--- config.mk ---
export PLATFORM = sky130hd
export DESIGN_NAME = uart_intr_top
export DESIGN_NICKNAME = d
export VERILOG_FILES = /design/src/uart_pkg.sv /design/src/uart_host_if.sv /design/src/uart_interrupt.sv /design/src/uart_intr_top.sv /design/src/uart_line_status.sv /design/src/uart_modem_status.sv /design/src/uart_read_mux.sv
export VERILOG_INCLUDE_DIRS = /design/src /design/src/src
export SDC_FILE = /design/constraint.sdc
export NUM_CORES = 1
export LEC_CHECK = 0
export BUFFER_PORTS_ARGS = -buffer_cell sky130_fd_sc_hd__buf_4
export CAP_MARGIN = 30
export CORE_ASPECT_RATIO = 1.75
export CORE_MARGIN = 4
export CORE_UTILIZATION = 54
export DETAILED_ROUTE_END_ITERATION = 7
export GPL_TIMING_DRIVEN = 0
export PLACE_DENSITY = 0.81
export SYNTH_ARGS = -nofsm -noshare
export SYNTH_HDL_FRONTEND = slang
export SYNTH_HIERARCHICAL = 1
export SYNTH_SLANG_ARGS = --single-unit
--- constraint.sdc ---
create_clock -name CLK -period 2.2 [get_ports CLK]
set_input_delay 0.11 -clock CLK [delete_from_list [all_inputs] [get_ports CLK]]
set_output_delay 0.11 -clock CLK [all_outputs]
set_load 0.01 [all_outputs]
--- src/uart_params.svh ---
// UART interrupt and status block constants
// Register addresses, field widths, IIR codes and reset values

`ifndef UART_PARAMS_SVH
`define UART_PARAMS_SVH

`define UART_ADDR_W     3                   // Host address bits
`define UART_DATA_W     8                   // Register byte width
`define UART_IER_W      4                   // Implemented IER bits
`define UART_IIR_W      4                   // IIR code bits

`define UART_ADDR_THR   3'd0                // Transmit holding (write event only)
`define UART_ADDR_IER   3'd1                // Interrupt enable
`define UART_ADDR_IIR   3'd2                // Interrupt identification
`define UART_ADDR_LSR   3'd5                // Line status
`define UART_ADDR_MSR   3'd6                // Modem status

`define UART_IIR_NONE   4'b0001             // Nothing pending
`define UART_IIR_RLS    4'b0110             // Receiver line status
`define UART_IIR_CTI    4'b1100             // Character timeout
`define UART_IIR_RDA    4'b0100             // Receive data available
`define UART_IIR_THR    4'b0010             // Holding register empty
`define UART_IIR_MSR    4'b0000             // Modem status change
`define UART_IIR_FIFO   4'b1100             // Upper nibble, FIFOs present

`define UART_IER_RST    4'b0000             // All sources masked
`define UART_RDATA_RST  8'h00               // Read bus idle value

`endif

--- src/uart_pkg.sv ---
// UART status register types
// LSR and MSR are read as whole bytes by the host and
// picked apart by field inside the interrupt logic

`default_nettype none

package uart_pkg;

    // Line status, bit 0 first from the bottom
    typedef struct packed {
        logic fifoErr;      // Bit 7, no FIFO errors here
        logic txEmpty;      // Transmitter idle
        logic thrEmpty;     // Holding register empty
        logic brk;          // Break seen
        logic framing;      // Framing error
        logic parity;       // Parity error
        logic overrun;      // Overrun error
        logic dataReady;    // Bit 0
    } lsrFieldsT;

    typedef union packed {
        logic [7:0] raw;    // Host view
        lsrFieldsT  f;      // Decoded view
    } lsrT;

    // Modem status, deltas in the low nibble
    typedef struct packed {
        logic dcd;          // Carrier detect
        logic ri;           // Ring indicator
        logic dsr;          // Data set ready
        logic cts;          // Clear to send
        logic dDcd;         // DCD changed
        logic teri;         // RI trailing edge
        logic dDsr;         // DSR changed
        logic dCts;         // CTS changed
    } msrFieldsT;

    typedef union packed {
        logic [7:0] raw;
        msrFieldsT  f;
    } msrT;

endpackage

`default_nettype wire

--- src/uart_host_if.sv ---
// UART host interface
// Registers the one-cycle bus strobes and turns them into
// per-register access pulses one cycle later, holds IER

`default_nettype none

`include "uart_params.svh"

module uart_host_if (
    input  logic                    CLK,
    input  logic                    RST,
    input  logic                    WR,         // Write strobe
    input  logic                    RD,         // Read strobe
    input  logic [`UART_ADDR_W-1:0] ADDR,
    input  logic [`UART_DATA_W-1:0] WDATA,      // Upper nibble unused
    output logic [`UART_IER_W-1:0]  ier,
    output logic                    thrWrite,   // THR write event
    output logic                    iirRead,
    output logic                    lsrRead,
    output logic                    msrRead,
    output logic                    rdEn,       // Any read, any address
    output logic [`UART_ADDR_W-1:0] rdAddr
);

    logic                    wrQ;       // Registered write strobe
    logic                    rdQ;       // Registered read strobe
    logic [`UART_ADDR_W-1:0] addrQ;
    logic [`UART_IER_W-1:0]  wdataQ;    // Only IER bits matter

    // Strobe stage
    always_ff @(posedge CLK or posedge RST) begin
        if (RST) begin
            wrQ   <= 1'b0;
            rdQ   <= 1'b0;
            addrQ <= '0;
        end else begin
            wrQ   <= WR;
            rdQ   <= RD & ~WR;              // Collision counts as write
            addrQ <= ADDR;
        end
    end

    always_ff @(posedge CLK) begin
        wdataQ <= WDATA[`UART_IER_W-1:0];   // THR data dropped
    end

    // Access pulses, one cycle after the strobe
    assign thrWrite = wrQ && (addrQ == `UART_ADDR_THR);
    assign iirRead  = rdQ && (addrQ == `UART_ADDR_IIR);
    assign lsrRead  = rdQ && (addrQ == `UART_ADDR_LSR);
    assign msrRead  = rdQ && (addrQ == `UART_ADDR_MSR);
    assign rdEn     = rdQ;
    assign rdAddr   = addrQ;

    // Interrupt enable register
    always_ff @(posedge CLK or posedge RST) begin
        if (RST) begin
            ier <= `UART_IER_RST;
        end else if (wrQ && (addrQ == `UART_ADDR_IER)) begin
            ier <= wdataQ;                  // Lands one cycle after WR
        end
    end

endmodule

`default_nettype wire

--- src/uart_interrupt.sv ---
// UART interrupt identification
// Masks the five sources with IER and registers the code of
// the highest-priority one as the IIR, drives INT from it

`default_nettype none

`include "uart_params.svh"

module uart_interrupt (
    input  logic                   CLK,
    input  logic                   RST,
    input  logic [`UART_IER_W-1:0] ier,
    input  uart_pkg::lsrT          lsr,
    input  logic                   thri,    // THR-empty latch
    input  logic                   RDA,
    input  logic                   CTI,     // Character timeout
    input  logic                   AFE,     // Auto flow control on
    input  uart_pkg::msrT          msr,
    output logic [`UART_IIR_W-1:0] iir,
    output logic                   INT
);

    logic srcRls;
    logic srcCti;
    logic srcRda;
    logic srcThr;
    logic srcMsr;
    logic ctsDelta;

    // Enabled sources
    assign srcRls = ier[2] &&
                    (lsr.f.overrun || lsr.f.parity || lsr.f.framing || lsr.f.brk);
    assign srcCti = ier[0] && CTI;
    assign srcRda = ier[0] && RDA;
    assign srcThr = ier[1] && thri;

    // CTS change belongs to the flow control logic while AFE is set
    assign ctsDelta = msr.f.dCts && !AFE;
    assign srcMsr   = ier[3] && (ctsDelta || msr.f.teri || msr.f.dDsr || msr.f.dDcd);

    always_ff @(posedge CLK or posedge RST) begin
        if (RST) begin
            iir <= `UART_IIR_NONE;
        end else if (srcRls) begin
            iir <= `UART_IIR_RLS;       // Highest
        end else if (srcCti) begin
            iir <= `UART_IIR_CTI;       // Timeout ahead of plain data
        end else if (srcRda) begin
            iir <= `UART_IIR_RDA;
        end else if (srcThr) begin
            iir <= `UART_IIR_THR;
        end else if (srcMsr) begin
            iir <= `UART_IIR_MSR;       // Lowest
        end else begin
            iir <= `UART_IIR_NONE;
        end
    end

    assign INT = ~iir[0];               // Bit 0 low means pending

endmodule

`default_nettype wire

--- src/uart_intr_top.sv ---
// UART interrupt and status top level
// Host decode, line and modem status, IIR priority logic
// and the registered read path

`default_nettype none

`include "uart_params.svh"

module uart_intr_top (
    input  logic                    CLK,
    input  logic                    RST,
    input  logic                    WR,
    input  logic                    RD,
    input  logic [`UART_ADDR_W-1:0] ADDR,
    input  logic [`UART_DATA_W-1:0] WDATA,
    output logic [`UART_DATA_W-1:0] RDATA,
    input  logic                    CTSn,
    input  logic                    DSRn,
    input  logic                    RIn,
    input  logic                    DCDn,
    input  logic                    RDA,
    input  logic                    CTI,
    input  logic                    THREMPTY,
    input  logic                    AFE,
    input  logic                    ERROVR,
    input  logic                    ERRPAR,
    input  logic                    ERRFRM,
    input  logic                    ERRBRK,
    output logic                    INT
);

    logic [`UART_IER_W-1:0]  ier;
    logic                    thrWrite;
    logic                    iirRead;
    logic                    lsrRead;
    logic                    msrRead;
    logic                    rdEn;
    logic [`UART_ADDR_W-1:0] rdAddr;
    logic [`UART_DATA_W-1:0] lsr;       // Raw LSR byte
    logic [`UART_DATA_W-1:0] msr;       // Raw MSR byte
    logic                    thri;
    logic [`UART_IIR_W-1:0]  iir;

    uart_host_if uHostIf (
        .CLK(CLK), .RST(RST), .WR(WR), .RD(RD), .ADDR(ADDR), .WDATA(WDATA),
        .ier(ier), .thrWrite(thrWrite), .iirRead(iirRead), .lsrRead(lsrRead),
        .msrRead(msrRead), .rdEn(rdEn), .rdAddr(rdAddr)
    );

    uart_modem_status uModem (
        .CLK(CLK), .RST(RST), .CTSn(CTSn), .DSRn(DSRn), .RIn(RIn), .DCDn(DCDn),
        .msrRead(msrRead), .msr(msr)
    );

    uart_line_status uLine (
        .CLK(CLK), .RST(RST), .RDA(RDA), .THREMPTY(THREMPTY),
        .ERROVR(ERROVR), .ERRPAR(ERRPAR), .ERRFRM(ERRFRM), .ERRBRK(ERRBRK),
        .lsrRead(lsrRead), .thrWrite(thrWrite), .iirRead(iirRead), .iir(iir),
        .lsr(lsr), .thri(thri)
    );

    uart_interrupt uIntr (
        .CLK(CLK), .RST(RST), .ier(ier), .lsr(lsr), .thri(thri), .RDA(RDA),
        .CTI(CTI), .AFE(AFE), .msr(msr), .iir(iir), .INT(INT)
    );

    uart_read_mux uRdMux (
        .CLK(CLK), .RST(RST), .rdEn(rdEn), .rdAddr(rdAddr), .iirRead(iirRead),
        .lsrRead(lsrRead), .msrRead(msrRead), .ier(ier), .iir(iir), .lsr(lsr),
        .msr(msr), .RDATA(RDATA)
    );

endmodule

`default_nettype wire

--- src/uart_line_status.sv ---
// UART line status
// Sticky receive error bits cleared by an LSR read, and the
// transmitter-holding-empty interrupt latch

`default_nettype none

`include "uart_params.svh"

module uart_line_status (
    input  logic                   CLK,
    input  logic                   RST,
    input  logic                   RDA,         // Receive data level
    input  logic                   THREMPTY,    // Holding register empty level
    input  logic                   ERROVR,      // One-cycle error pulses
    input  logic                   ERRPAR,
    input  logic                   ERRFRM,
    input  logic                   ERRBRK,
    input  logic                   lsrRead,
    input  logic                   thrWrite,
    input  logic                   iirRead,
    input  logic [`UART_IIR_W-1:0] iir,         // Code shown to this read
    output uart_pkg::lsrT          lsr,
    output logic                   thri
);

    logic overrun;
    logic parity;
    logic framing;
    logic brk;
    logic thrEmptyQ;    // THREMPTY one edge ago
    logic thriSet;
    logic thriClr;

    // Sticky errors, a pulse beats a same-cycle clear
    always_ff @(posedge CLK or posedge RST) begin
        if (RST) begin
            overrun <= 1'b0;
            parity  <= 1'b0;
            framing <= 1'b0;
            brk     <= 1'b0;
        end else begin
            overrun <= ERROVR | (overrun & ~lsrRead);
            parity  <= ERRPAR | (parity & ~lsrRead);
            framing <= ERRFRM | (framing & ~lsrRead);
            brk     <= ERRBRK | (brk & ~lsrRead);
        end
    end

    assign thriSet = THREMPTY & ~thrEmptyQ;                             // Rising edge
    assign thriClr = thrWrite | (iirRead && (iir == `UART_IIR_THR));    // Only if THR shown

    always_ff @(posedge CLK or posedge RST) begin
        if (RST) begin
            thrEmptyQ <= 1'b1;          // No edge out of reset
            thri      <= 1'b0;
        end else begin
            thrEmptyQ <= THREMPTY;
            thri      <= thriSet | (thri & ~thriClr);
        end
    end

    always_comb begin
        lsr.f.dataReady = RDA;
        lsr.f.overrun   = overrun;
        lsr.f.parity    = parity;
        lsr.f.framing   = framing;
        lsr.f.brk       = brk;
        lsr.f.thrEmpty  = THREMPTY;
        lsr.f.txEmpty   = THREMPTY;     // No shifter, follows THR
        lsr.f.fifoErr   = 1'b0;
    end

endmodule

`default_nettype wire

--- src/uart_modem_status.sv ---
// UART modem status
// Two-flop synchronizers on the modem pins, change detection
// and the MSR delta bits, cleared by an MSR read

`default_nettype none

module uart_modem_status (
    input  logic          CLK,
    input  logic          RST,
    input  logic          CTSn,     // Active-low pins
    input  logic          DSRn,
    input  logic          RIn,
    input  logic          DCDn,
    input  logic          msrRead,  // Clears the deltas
    output uart_pkg::msrT msr
);

    // Pin order {dcd, ri, dsr, cts} as in the MSR upper nibble
    logic [3:0] pinSync1;   // First stage may go metastable
    logic [3:0] pinSync2;   // Stable current status
    logic [3:0] pinPrev;    // Status one edge ago
    logic [3:0] pinChg;
    logic       dCts;
    logic       dDsr;
    logic       teri;
    logic       dDcd;

    assign pinChg = pinSync2 ^ pinPrev;

    always_ff @(posedge CLK or posedge RST) begin
        if (RST) begin
            pinSync1 <= '0;                 // Pins idle high so all inactive
            pinSync2 <= '0;
            pinPrev  <= '0;
            dCts     <= 1'b0;
            dDsr     <= 1'b0;
            teri     <= 1'b0;
            dDcd     <= 1'b0;
        end else begin
            pinSync1 <= {~DCDn, ~RIn, ~DSRn, ~CTSn};
            pinSync2 <= pinSync1;
            pinPrev  <= pinSync2;
            // New change wins over a read clear
            dCts <= pinChg[0] | (dCts & ~msrRead);
            dDsr <= pinChg[1] | (dDsr & ~msrRead);
            teri <= (pinChg[2] & ~pinSync2[2]) | (teri & ~msrRead);  // RI released
            dDcd <= pinChg[3] | (dDcd & ~msrRead);
        end
    end

    always_comb begin
        msr.f.dCts = dCts;
        msr.f.dDsr = dDsr;
        msr.f.teri = teri;
        msr.f.dDcd = dDcd;
        msr.f.cts  = pinSync2[0];
        msr.f.dsr  = pinSync2[1];
        msr.f.ri   = pinSync2[2];
        msr.f.dcd  = pinSync2[3];
    end

endmodule

`default_nettype wire

--- src/uart_read_mux.sv ---
// UART read data path
// Picks the addressed register on a read pulse and holds the
// byte on RDATA until the next read

`default_nettype none

`include "uart_params.svh"

module uart_read_mux (
    input  logic                    CLK,
    input  logic                    RST,
    input  logic                    rdEn,       // Any read
    input  logic [`UART_ADDR_W-1:0] rdAddr,
    input  logic                    iirRead,
    input  logic                    lsrRead,
    input  logic                    msrRead,
    input  logic [`UART_IER_W-1:0]  ier,
    input  logic [`UART_IIR_W-1:0]  iir,
    input  uart_pkg::lsrT           lsr,
    input  uart_pkg::msrT           msr,
    output logic [`UART_DATA_W-1:0] RDATA
);

    logic [`UART_DATA_W-1:0] rdNext;

    always_comb begin
        if (iirRead) begin
            rdNext = {`UART_IIR_FIFO, iir};     // FIFOs reported present
        end else if (lsrRead) begin
            rdNext = lsr.raw;
        end else if (msrRead) begin
            rdNext = msr.raw;
        end else if (rdAddr == `UART_ADDR_IER) begin
            rdNext = {{(`UART_DATA_W - `UART_IER_W){1'b0}}, ier};
        end else begin
            rdNext = '0;                        // Unmapped address
        end
    end

    // Same edge as the read side effects, so old value is returned
    always_ff @(posedge CLK or posedge RST) begin
        if (RST) begin
            RDATA <= `UART_RDATA_RST;
        end else if (rdEn) begin
            RDATA <= rdNext;
        end
    end

endmodule

`default_nettype wire

==> results of run 1 <==
-- routing by layer --
metal	share of wire, %	track usage [%]	vias up
li1	-	-	611
met1	34	20.4	619
met2	56	34.2	56
met3	5.5	4.17	14
met4	4.3	14.4	0
met5	0	0	-
-- final timing paths --
| path | slack (ns) | cells past startpoint | to | start |
|---|---|---|---|---|
| min in group asynchronous | 0.29 | 3 | uIntr/iir[2] | RST |
| worst max register to register | 0.12 | 6 | uRdMux/RDATA[5] | uHostIf/rdAddr[2] |
| worst max-delay path | 0.12 | 6 | uRdMux/RDATA[5] | uHostIf/rdAddr[2] |
| worst min register to register | 0.35 | 0 | uModem/pinSync2[1] | uModem/pinSync1[1] |
| max in group asynchronous | 1.35 | 3 | uModem/pinSync1[1] | RST |
| worst min-delay path | 0.05 | 2 | uHostIf/rdEn | RD |
-- synth_stat cells (2+ instances only) --
cell type   n
o21ai_1     3
dfrtp_1    41
nor2_1      3
a21oi_1     5
a221oi_1    5
buf_4      14
a21o_1      4
inv_1      20
mux2_4      4
o22ai_1     7
dfxtp_1     4
nor3b_1     2
and3b_1     2
nand3b_1    4
o21ai_0     2
nand2_1     6
dfstp_2     2
xnor2_1     3
-- layout by cell type, fill, tap and decap left out, types with 2 or more instances in the layout --
| cell | n |
|---|---|
| xnor2_1 | 3 |
| dfrtp_1 | 41 |
| dlygate4sd3_1 | 18 |
| and3b_1 | 2 |
| o21ai_1 | 3 |
| dfxtp_1 | 4 |
| nand3b_1 | 4 |
| clkbuf_8 | 5 |
| o22ai_1 | 7 |
| clkbuf_1 | 2 |
| inv_1 | 20 |
| nor2_1 | 3 |
| a21o_1 | 4 |
| a21oi_1 | 5 |
| buf_4 | 45 |
| mux2_4 | 4 |
| a221oi_1 | 5 |
| nand2_1 | 6 |
| o21ai_0 | 2 |
| dfstp_2 | 2 |
-- sequential cells by signal, indices dropped and copies added, names as in the netlist --
| register | cells |
|---|---|
| uHostIf/wrQ | 1 |
| uLine/framing | 1 |
| uModem/teri | 1 |
| uHostIf/rdEn | 1 |
| uModem/pinPrev | 4 |
| uModem/dCts | 1 |
| uLine/brk | 1 |
| uModem/dDsr | 1 |
| uHostIf/wdataQ | 4 |
| uLine/thrEmptyQ | 1 |
| uIntr/iir | 4 |
| uLine/overrun | 1 |
| uModem/pinSync2 | 4 |
| uRdMux/RDATA | 8 |
| uLine/parity | 1 |
| uLine/thri | 1 |
| uModem/pinSync1 | 4 |
| uHostIf/rdAddr | 3 |
| uModem/dDcd | 1 |
| uHostIf/ier | 4 |
-- through the flow --
stage                     worst slack [ns]  hold WS, ns
after global routing             0.0000380       0.0352
final                                0.119       0.0455
after floorplan                      0.436       -0.125
after global placement               0.134       0.0347
after detailed placement            0.0118       0.0401
after CTS                            0.174       0.0302
-- layout make-up --
class                      instances  area, um^2  area share (%)
sequential                        47        1160            47.6
multi-input combinational         68         537            22.1
timing repair buffer              49         413            17.0
buffer                            15         110            4.52
clock buffer                       7        76.3            3.14
inverter                          20        75.1            3.08
tap                               45        56.3            2.31
clock inverter                     1        7.51           0.308
-- what timing repair did --
item,in CTS,in global routing
hold buffers,18,0
endpoints found under the setup margin,1,0
setup buffers,0,0
endpoints found under the hold margin,60,0
resized for setup,1,0
-- where the power goes --
group          internal, mW  total, mW  switching (mW)  leakage (nW)
Combinational         0.154      0.260           0.106         0.563
Sequential            0.940      0.999          0.0593         0.519
Clock                 0.225      0.483           0.259        0.0385
Total                  1.32       1.74           0.424          1.12
-- logic make-up after synthesis --
family                 Yosys count  synth area share, %
flip-flops                      47                 61.8
buffers and inverters           35                 9.87
AO/OA/AOI/OAI                   32                 12.8
AND/OR/NAND/NOR                 28                 10.7
multiplexers                     4                 3.20
XOR/XNOR                         3                 1.40
other                            1                0.200
==> reports/qor.csv, run 1 <==
stage,metric,value,unit
run_status,status,"complete, no violations",
timing,min_period,2.08,ns
yosys,synth_ff_type,dfrtp_1,
routing,wl,3830,um
timing,setup_violations,0,
place,io_buffers,31,
global_routing,grt_pass1_vias,1362,
yosys,avgSynthCellArea,12.5,um^2
yosys,ys_seq_area_share,61.8,%
yosys,postSynth.asyncResetShare,91.5,%
finish,nFillCells,251,
global_routing,grt_max_degree,17,
finish,fin_util,72.4,%
critical_path,critPathArrivalTime,2.26,ns
finish,nets,233,
routing,ant_nets,0,
timing,period_share,94.6,%
routing,vias,1300,
place,dp_hpwl,2790,um
timing,finalClockSkew,0.00859,ns
place,dp_cells,226,
floorplanning,die_w,52.6,um
timing,clock.fmax,481,MHz
timing,rsz0062_at_grt,no,
yosys,ys_ff_latch,47,
run,maxCapViolations,0,
critical_path,cp_max_fo,10,
critical_path,max_stage_delay,0.66,ns
cts,clock_path_buffers,2,
yosys,synth_top_area_share,54.7,%
floorplanning,core_area,0.00336,mm^2
global_routing,grt_pass1_wl,6290,um
global_routing,antenna_found_initial,0,
floorplanning,die_h,86.0,um
place,post_dp_cell_area,0.00216,mm^2
routing,via_per_inst,5.16,
power_and_ir_drop,power,1.74,mW
yosys,synthTopCellsByArea,"dfrtp_1, buf_4, dfxtp_1, inv_1, mux2_4",
routing,drc_errors,0,
timing,tightestPinTransition,0.789,ns
floorplanning,die_area,0.00452,mm^2
routing,drt-wirelength-per-cell,15.2,um
cts,cts.sinks,47,
finish,fin_cells,252,
yosys,synth_area_leader_cell,dfrtp_1,
place,gp_congestion,0.968,
critical_path,cp.buffers_inverters,1,
cts,numCtsBuffers,5,
yosys,ys_types,37,
finish,syn2layout_area_growth,29.8,%
routing,dr.first_iter.drc_count,34,
cts,ctsHtreeMaxLevel,2,
global_routing,grtUsageTotal,19.9,%
yosys,synthCells,150,
cts,clk_pin_slew,0.07,ns
cts,cts_tree,yes,
critical_path,cp.required,2.38,ns
timing,tns,0,ns
timing,hold_viol,0,
global_routing,gr-total-overflow,0,
timing,slew_viol_final,0,
finish,fin_area,0.00243,mm^2
finish,diodes,0,
cts,cts_root_buf,clkbuf_8,
cts,clk_latency,0.30,ns
yosys,synth.net_count,177,
yosys,yosysWarnings,6,
timing,relSlewSlack,47.3,%
critical_path,critPathLaunchType,flip-flop,
critical_path,cp_cell_sequence,nand2_1 > nor3b_1 > buf_4 > and3b_1 > a21oi_1 > o22ai_1,
power_and_ir_drop,p_per_area,716,mW/mm^2
routing,first_pass_iters,4,
finish,drive_gt1_share,32.4,%
yosys,synth_edf_count,0,
power_and_ir_drop,leakagePower,1.12,nW
yosys,syn_area,0.00188,mm^2
floorplanning,ios,36,
critical_path,cpLargestDelayFamily,simple AND/OR/NAND/NOR gates,
critical_path,cpMaxStageDelayCell,nor3b_1,
power_and_ir_drop,peakVddDrop,0.584,mV
floorplanning,fp-row-count,28,
min_path,worst_hold_path_type,primary input to flip-flop,
floorplanning,initial_core_util,55.8,%
critical_path,critPathKind,flip-flop to flip-flop,
critical_path,worstSetupEndpointType,flip-flop,
Note: power is estimated with default switching activity, not from simulation.
==> run 2: changes to the inputs <==
--- a/config.mk
+++ b/config.mk
@@ -10,10 +10,10 @@
 export CAP_MARGIN = 30
 export CORE_ASPECT_RATIO = 1.75
 export CORE_MARGIN = 4
-export CORE_UTILIZATION = 54
+export CORE_UTILIZATION = 50
 export DETAILED_ROUTE_END_ITERATION = 7
 export GPL_TIMING_DRIVEN = 0
-export PLACE_DENSITY = 0.81
+export PLACE_DENSITY = 0.76
 export SYNTH_ARGS = -nofsm -noshare
 export SYNTH_HDL_FRONTEND = slang
 export SYNTH_HIERARCHICAL = 1
==> reports/qor.csv, run 2 (synthesized netlist as in run 1, its figures left out) <==
stage,metric,value,unit,change
run_status,status,"complete, no violations",,
finish,drive_gt1_share,33.5,%,+1.1 points
finish,regArea,0.00116,mm^2,unchanged
cts,ctsHtreeMaxLevel,2,,unchanged
routing,ant_nets,0,,unchanged
finish,multi_input_area,542,um^2,+0.93%
finish,nets,232,,-0.43%
finish,final_cell_mix,"buf_4, dfrtp_1, inv_1",,
routing,dr.first_iter.drc_count,26,,-24%
timing,slew_viol_final,0,,unchanged
power_and_ir_drop,seqPwrFrac,56.7,%,-0.7 points
place,gp_congestion,0.867,,-10%
global_routing,antenna_found_initial,0,,unchanged
power_and_ir_drop,leakagePower,1.13,nW,+0.62%
place,io_buffers,31,,unchanged
floorplanning,die_w,54.3,um,+3.3%
cts,clk_pin_slew,0.08,ns,about the same
critical_path,worstSetupEndpointType,flip-flop,,
timing,relSlewSlack,61.3,%,+14 points
power_and_ir_drop,intPower,1.35,mW,+2.1%
power_and_ir_drop,power_frac_comb,14.5,%,-0.4 points
routing,drc_errors,0,,unchanged
power_and_ir_drop,p_per_area,723,mW/mm^2,+0.92%
cts,numCtsBuffers,5,,unchanged
finish,nFillCells,295,,+18%
power_and_ir_drop,peakVddDrop,0.741,mV,+27%
routing,drt-wirelength-per-cell,14.5,um,-5.0%
cts,cts_setup_buffers,0,,unchanged
floorplanning,initial_core_util,51.7,%,-4.1 points
global_routing,grt_max_degree,17,,unchanged
critical_path,critPathKind,flip-flop to flip-flop,,
timing,clock.fmax,532,MHz,+11%
cts,cts_root_buf,clkbuf_8,,
routing,via_per_inst,5.06,,-1.8%
global_routing,grt_pass1_vias,1366,,+0.29%
critical_path,cp_max_fo,8,,-2
routing,wl,3640,um,-5.0%
timing,hold_viol,0,,unchanged
run,maxCapViolations,0,,unchanged
routing,first_pass_iters,4,,unchanged
global_routing,gr-total-overflow,0,,unchanged
cts,clk_latency,0.29,ns,about the same
critical_path,critPathArrivalTime,2.09,ns,-0.17 ns
finish,fin_util,67.2,%,-5.2 points
cts,cts_tree,yes,,
cts,clock_path_buffers,2,,unchanged
power_and_ir_drop,swShare,23.6,%,-0.77 points
finish,diodes,0,,unchanged
floorplanning,die_h,89.0,um,+3.6%
critical_path,ff2ff_path_depth,5,,-1
place,dp_hpwl,2800,um,+0.13%
min_path,worst_hold_path_type,primary input to flip-flop,,
timing,rsz0062_at_grt,no,,
floorplanning,die_area,0.00483,mm^2,+7.0%
finish,largest_register,uRdMux/RDATA,,
critical_path,critPathLaunchType,flip-flop,,
finish,largest_reg_flops,8,,unchanged
cts,cts.sinks,47,,unchanged
routing,vias,1276,,-1.8%
power_and_ir_drop,p_clk_share,28.8,%,+1.1 points
timing,tns,0,ns,unchanged
timing,finalClockSkew,0.00757,ns,-0.00103 ns
min_path,min_path_cells,2,,unchanged
power_and_ir_drop,switchingPower,415,uW,-2.1%
floorplanning,ios,36,,unchanged
finish,layout_commonest_cell,buf_4,,
finish,syn2layout_area_growth,30.0,%,
timing,tightestPinTransition,0.573,ns,-0.217 ns
timing,setup_violations,0,,unchanged
floorplanning,fp-row-count,29,,+3.6%
global_routing,grt_pass1_wl,6160,um,-2.0%
floorplanning,core_area,0.00363,mm^2,+7.9%
global_routing,grtUsageTotal,17.9,%,-2.1 points
timing,min_period,1.88,ns,-0.200 ns
critical_path,cp.required,2.41,ns,+0.03 ns
timing,period_share,85.5,%,-9.1 points
-- run 2: changes by cell type in the layout (fill, tap and decap cells not counted) --
| cell | change |
|---|---|
| nor3b_2 | +1 |
| clkinv_2 | +1 |
| dlygate4sd3_1 | -1 |
| clkbuf_8 | +1 |
| clkinvlp_4 | -1 |
| clkbuf_1 | -1 |
| nor3b_1 | -1 |
-- run 2: timing repair --
action | CTS | global route
endpoints found under the setup margin | 3 | 1
pin swaps | 0 | 0
hold buffers | 17 | 0
gates cloned | 0 | 0
hold endpoints to repair | 59 | 0
gates resized for setup | 1 | 1
-- run 2: metrics by stage --
stage	instance area [um^2]	total power [mW]	std cells	hold slack (ns)	worst slack [ns]
after floorplan	1880	1.14	150	-0.125	0.436
after global placement	2170	1.23	227	0.0374	0.105
after detailed placement	2170	1.25	227	0.0460	0.00303
after CTS	2430	1.78	252	0.0000454	0.239
after global routing	2440	1.85	252	0.00542	0.132
final	2440	1.76	252	0.0104	0.320
-- run 2: cell type report --
class	count	share of cell area [%]
well taps	46	2.36
multi-input cells	68	22.2
flip-flops and latches	47	47.5
clock buffers	7	3.54
plain buffers	15	4.52
inverters	20	3.08
clock inverters	1	0.205
repair buffers	48	16.5
-- run 2: layer usage --
metal	wire length, um	share of wire [%]	track usage [%]	vias up
li1	-	-	-	606
met1	1320	36	18.7	608
met2	1990	55	31.3	52
met3	206	5.7	4.01	10
met4	131	3.6	10.4	0
met5	0	0	0	-
-- run 2: power groups by stage --
stage | Sequential (mW) | Clock [mW] | Combinational (mW)
after floorplan | 1.00 | 0 | 0.136
after global placement | 1.01 | 0 | 0.222
after detailed placement | 1.02 | 0 | 0.231
after CTS | 0.999 | 0.528 | 0.256
after global routing | 1.01 | 0.558 | 0.280
final | 0.999 | 0.507 | 0.256
-- run 2: worst paths after layout --
| kind | startpoint | to | slack (ns) |
|---|---|---|---|
| min | ERRBRK | uLine/brk | 0.01 |
| max reg2reg | uHostIf/rdAddr[2] | uRdMux/RDATA[1] | 0.32 |
| max | uHostIf/rdAddr[2] | uRdMux/RDATA[1] | 0.32 |
| max in group asynchronous | RST | uModem/pinSync1[2] | 1.36 |
| min in group asynchronous | RST | uIntr/iir[2] | 0.30 |
| min reg2reg | uModem/pinSync1[2] | uModem/pinSync2[2] | 0.34 |
-- run 2: critical path: stages, from the launching register on --
cell	delay, ns
dfrtp_1	0.44
nand2_1	0.13
nor3b_2	0.53
nor2b_2	0.40
a221oi_1	0.14
a21oi_1	0.18
==> run 3: changes to the inputs <==
--- a/config.mk
+++ b/config.mk
@@ -10,10 +10,10 @@
 export CAP_MARGIN = 30
 export CORE_ASPECT_RATIO = 1.75
 export CORE_MARGIN = 4
-export CORE_UTILIZATION = 50
+export CORE_UTILIZATION = 30
 export DETAILED_ROUTE_END_ITERATION = 7
 export GPL_TIMING_DRIVEN = 0
-export PLACE_DENSITY = 0.76
+export PLACE_DENSITY = 0.52
 export SYNTH_ARGS = -nofsm -noshare
 export SYNTH_HDL_FRONTEND = slang
 export SYNTH_HIERARCHICAL = 1
==> reports/qor.csv, run 3 (synthesized netlist as in run 1, its figures left out) <==
stage,metric,value,unit,change
critical_path,critPathArrivalTime,2.11,ns,+0.02 ns
critical_path,cpMaxStageDelayCell,dfrtp_1,,
power_and_ir_drop,intPower,1.38,mW,+2.6%
run,maxCapViolations,0,,unchanged
place,dp_cells,260,,+15%
place,io_buffers,31,,unchanged
place,pre_cts_ws,0.123,ns,+0.120 ns
cts,clock_path_buffers,2,,unchanged
critical_path,cp.buffers_inverters,1,,+1
power_and_ir_drop,seqPwrFrac,55.3,%,-1.4 points
floorplanning,die_h,113,um,+26%
finish,diodes,0,,unchanged
routing,drt-wirelength-per-cell,13.3,um,-8.1%
finish,fin_util,41.8,%,-25 points
routing,dr.first_iter.drc_count,24,,-7.7%
power_and_ir_drop,power,1.81,mW,+2.5%
global_routing,gr-total-overflow,0,,unchanged
critical_path,critPathKind,flip-flop to flip-flop,,
critical_path,cp_cell_sequence,nand2_1 > nor3b_1 > buf_2 > nor2b_2 > a221oi_1 > a21oi_1,,
power_and_ir_drop,p_per_area,723,mW/mm^2,+0.10%
critical_path,max_stage_delay,0.45,ns,-0.08 ns
power_and_ir_drop,swShare,23.5,%,-0.032 points
cts,clk_latency,0.29,ns,about the same
global_routing,grt_pass1_vias,1347,,-1.4%
finish,syn2layout_area_growth,33.1,%,
cts,ctsHtreeMaxLevel,2,,unchanged
routing,drc_errors,0,,unchanged
timing,setup_violations,0,,unchanged
floorplanning,fp-row-count,37,,+28%
cts,cts.sinks,47,,unchanged
critical_path,reg2reg_to,uRdMux/RDATA[1],,
run_status,status,"complete, no violations",,
timing,period_share,86.4,%,+0.93 points
finish,fin_area,0.00250,mm^2,+2.4%
global_routing,grt_max_degree,17,,unchanged
timing,timing.final.ws_setup,0.299,ns,-0.0204 ns
finish,layout_commonest_cell,buf_4,,
critical_path,reg2reg_from,uHostIf/rdAddr[2],,
min_path,min_from,RD,,
cts,numCtsBuffers,5,,unchanged
power_and_ir_drop,power_frac_comb,14.2,%,-0.3 points
global_routing,antenna_found_initial,0,,unchanged
routing,wl,3800,um,+4.3%
finish,final_cell_mix,"buf_4, dfrtp_1, inv_1",,
finish,fin_cells,286,,+13%
timing,finalClockSkew,0.0118,ns,+0.00420 ns
global_routing,grt_pass1_wl,6380,um,+3.6%
timing,min_period,1.90,ns,+0.0204 ns
finish,nets,234,,+0.86%
routing,first_pass_iters,4,,unchanged
place,post_dp_cell_area,0.00221,mm^2,+2.1%
finish,nFillCells,585,,+98%
cts,cts_root_buf,clkbuf_8,,
critical_path,ff2ff_setup_slack,0.30,ns,-0.02 ns
timing,clock.fmax,526,MHz,-1.1%
critical_path,cp_max_fo,8,,unchanged
cts,cts_tree,yes,,
routing,vias,1287,,+0.86%
routing,via_per_inst,4.50,,-11%
floorplanning,ios,36,,unchanged
routing,ant_nets,0,,unchanged
power_and_ir_drop,leakagePower,1.14,nW,+1.0%
power_and_ir_drop,p_clk_share,30.5,%,+1.7 points
cts,clk_pin_slew,0.08,ns,about the same
finish,largest_reg_flops,8,,unchanged
timing,hold_viol,0,,unchanged
finish,drive_gt1_share,33.2,%,-0.32 points
power_and_ir_drop,switchingPower,425,uW,+2.4%
critical_path,cpLargestDelayFamily,simple AND/OR/NAND/NOR gates,,
critical_path,ff2ff_path_depth,6,,+1
floorplanning,initial_core_util,31.4,%,-20 points
floorplanning,core_area,0.00597,mm^2,+65%
place,dp_hpwl,2950,um,+5.5%
global_routing,grtUsageTotal,11.0,%,-6.9 points
min_path,worst_hold_path_type,primary input to flip-flop,,
timing,slew_viol_final,0,,unchanged
min_path,min_path_cells,2,,unchanged
critical_path,cp.required,2.41,ns,about the same
timing,relSlewSlack,61.8,%,+0.46 points
critical_path,worstSetupEndpointType,flip-flop,,
finish,largest_register,uRdMux/RDATA,,
timing,tightestPinTransition,0.573,ns,+0.000546 ns
cts,cts_setup_buffers,0,,unchanged
floorplanning,die_w,67.8,um,+25%
critical_path,critPathLaunchType,flip-flop,,
timing,rsz0062_at_grt,no,,
place,gp_congestion,0.775,,-11%
min_path,whs_endpoint,uHostIf/rdEn,,
power_and_ir_drop,peakVddDrop,0.391,mV,-47%
floorplanning,die_area,0.00763,mm^2,+58%
==> run 3: cell count changes in the layout (fill, tap and decap cells not counted) <==
cell | previous run | this run
clkbuf_8 | 6 | 7
nor3b_1 | 0 | 1
buf_2 | 1 | 2
dlygate4sd3_1 | 17 | 18
nor3b_2 | 2 | 1
clkinv_2 | 1 | 0
==> run 3: power groups by stage <==
stage	sequential [mW]	clock [mW]	combinational, mW
floorplan	1.00	0	0.136
global placement	1.02	0	0.229
detailed placement	1.02	0	0.233
CTS	1.00	0.577	0.259
global route	1.01	0.605	0.282
finish	0.999	0.551	0.256
==> run 3: routing by layer <==
layer	global-route usage, %	wire length (um)	vias up
met5	0	0	-
met4	3.19	44	0
met3	2.20	209	6
met2	20.1	2160	44
met1	12.4	1390	622
li1	-	-	615
==> run 3: worst max path at each step <==
stage	start	to	slack, ns	depth (start not counted)
finish	uHostIf/rdAddr[2]	uRdMux/RDATA[1]	0.30	6
global route	uHostIf/rdAddr[2]	uRdMux/RDATA[0]	0.14	6
CTS	uHostIf/rdAddr[2]	uRdMux/RDATA[5]	0.13	6
detailed placement	uHostIf/rdAddr[2]	uRdMux/RDATA[5]	0.12	6
global placement	uHostIf/rdAddr[2]	uRdMux/RDATA[3]	-0.008	5
floorplan	uHostIf/rdAddr[2]	uRdMux/RDATA[0]	0.44	5
==> run 3: final cells by class <==
class	instances	area [um^2]	share of cell area, %
Inverter	20	75.1	3.01
Clock buffer	8	100	4.01
Sequential cell	47	1160	46.4
Multi-Input combinational cell	68	537	21.5
Timing Repair Buffer	50	418	16.7
Tap cell	78	97.6	3.91
Buffer	15	110	4.41
==> run 3: through the flow <==
stage	setup TNS, ns	hold slack, ns
finish	0	0.0688
global route	0	0.0780
CTS	0	0.0674
detailed placement	0	0.0428
global placement	-0.0191	0.0400
floorplan	0	-0.125
==> run 3: timing repair <==
| item | 4_1_cts | 5_1_grt |
|---|---|---|
| setup endpoints to repair | 0 | 1 |
| endpoints found under the hold margin | 60 | 0 |
| hold buffers | 18 | 0 |
| resized for setup | 0 | 1 |
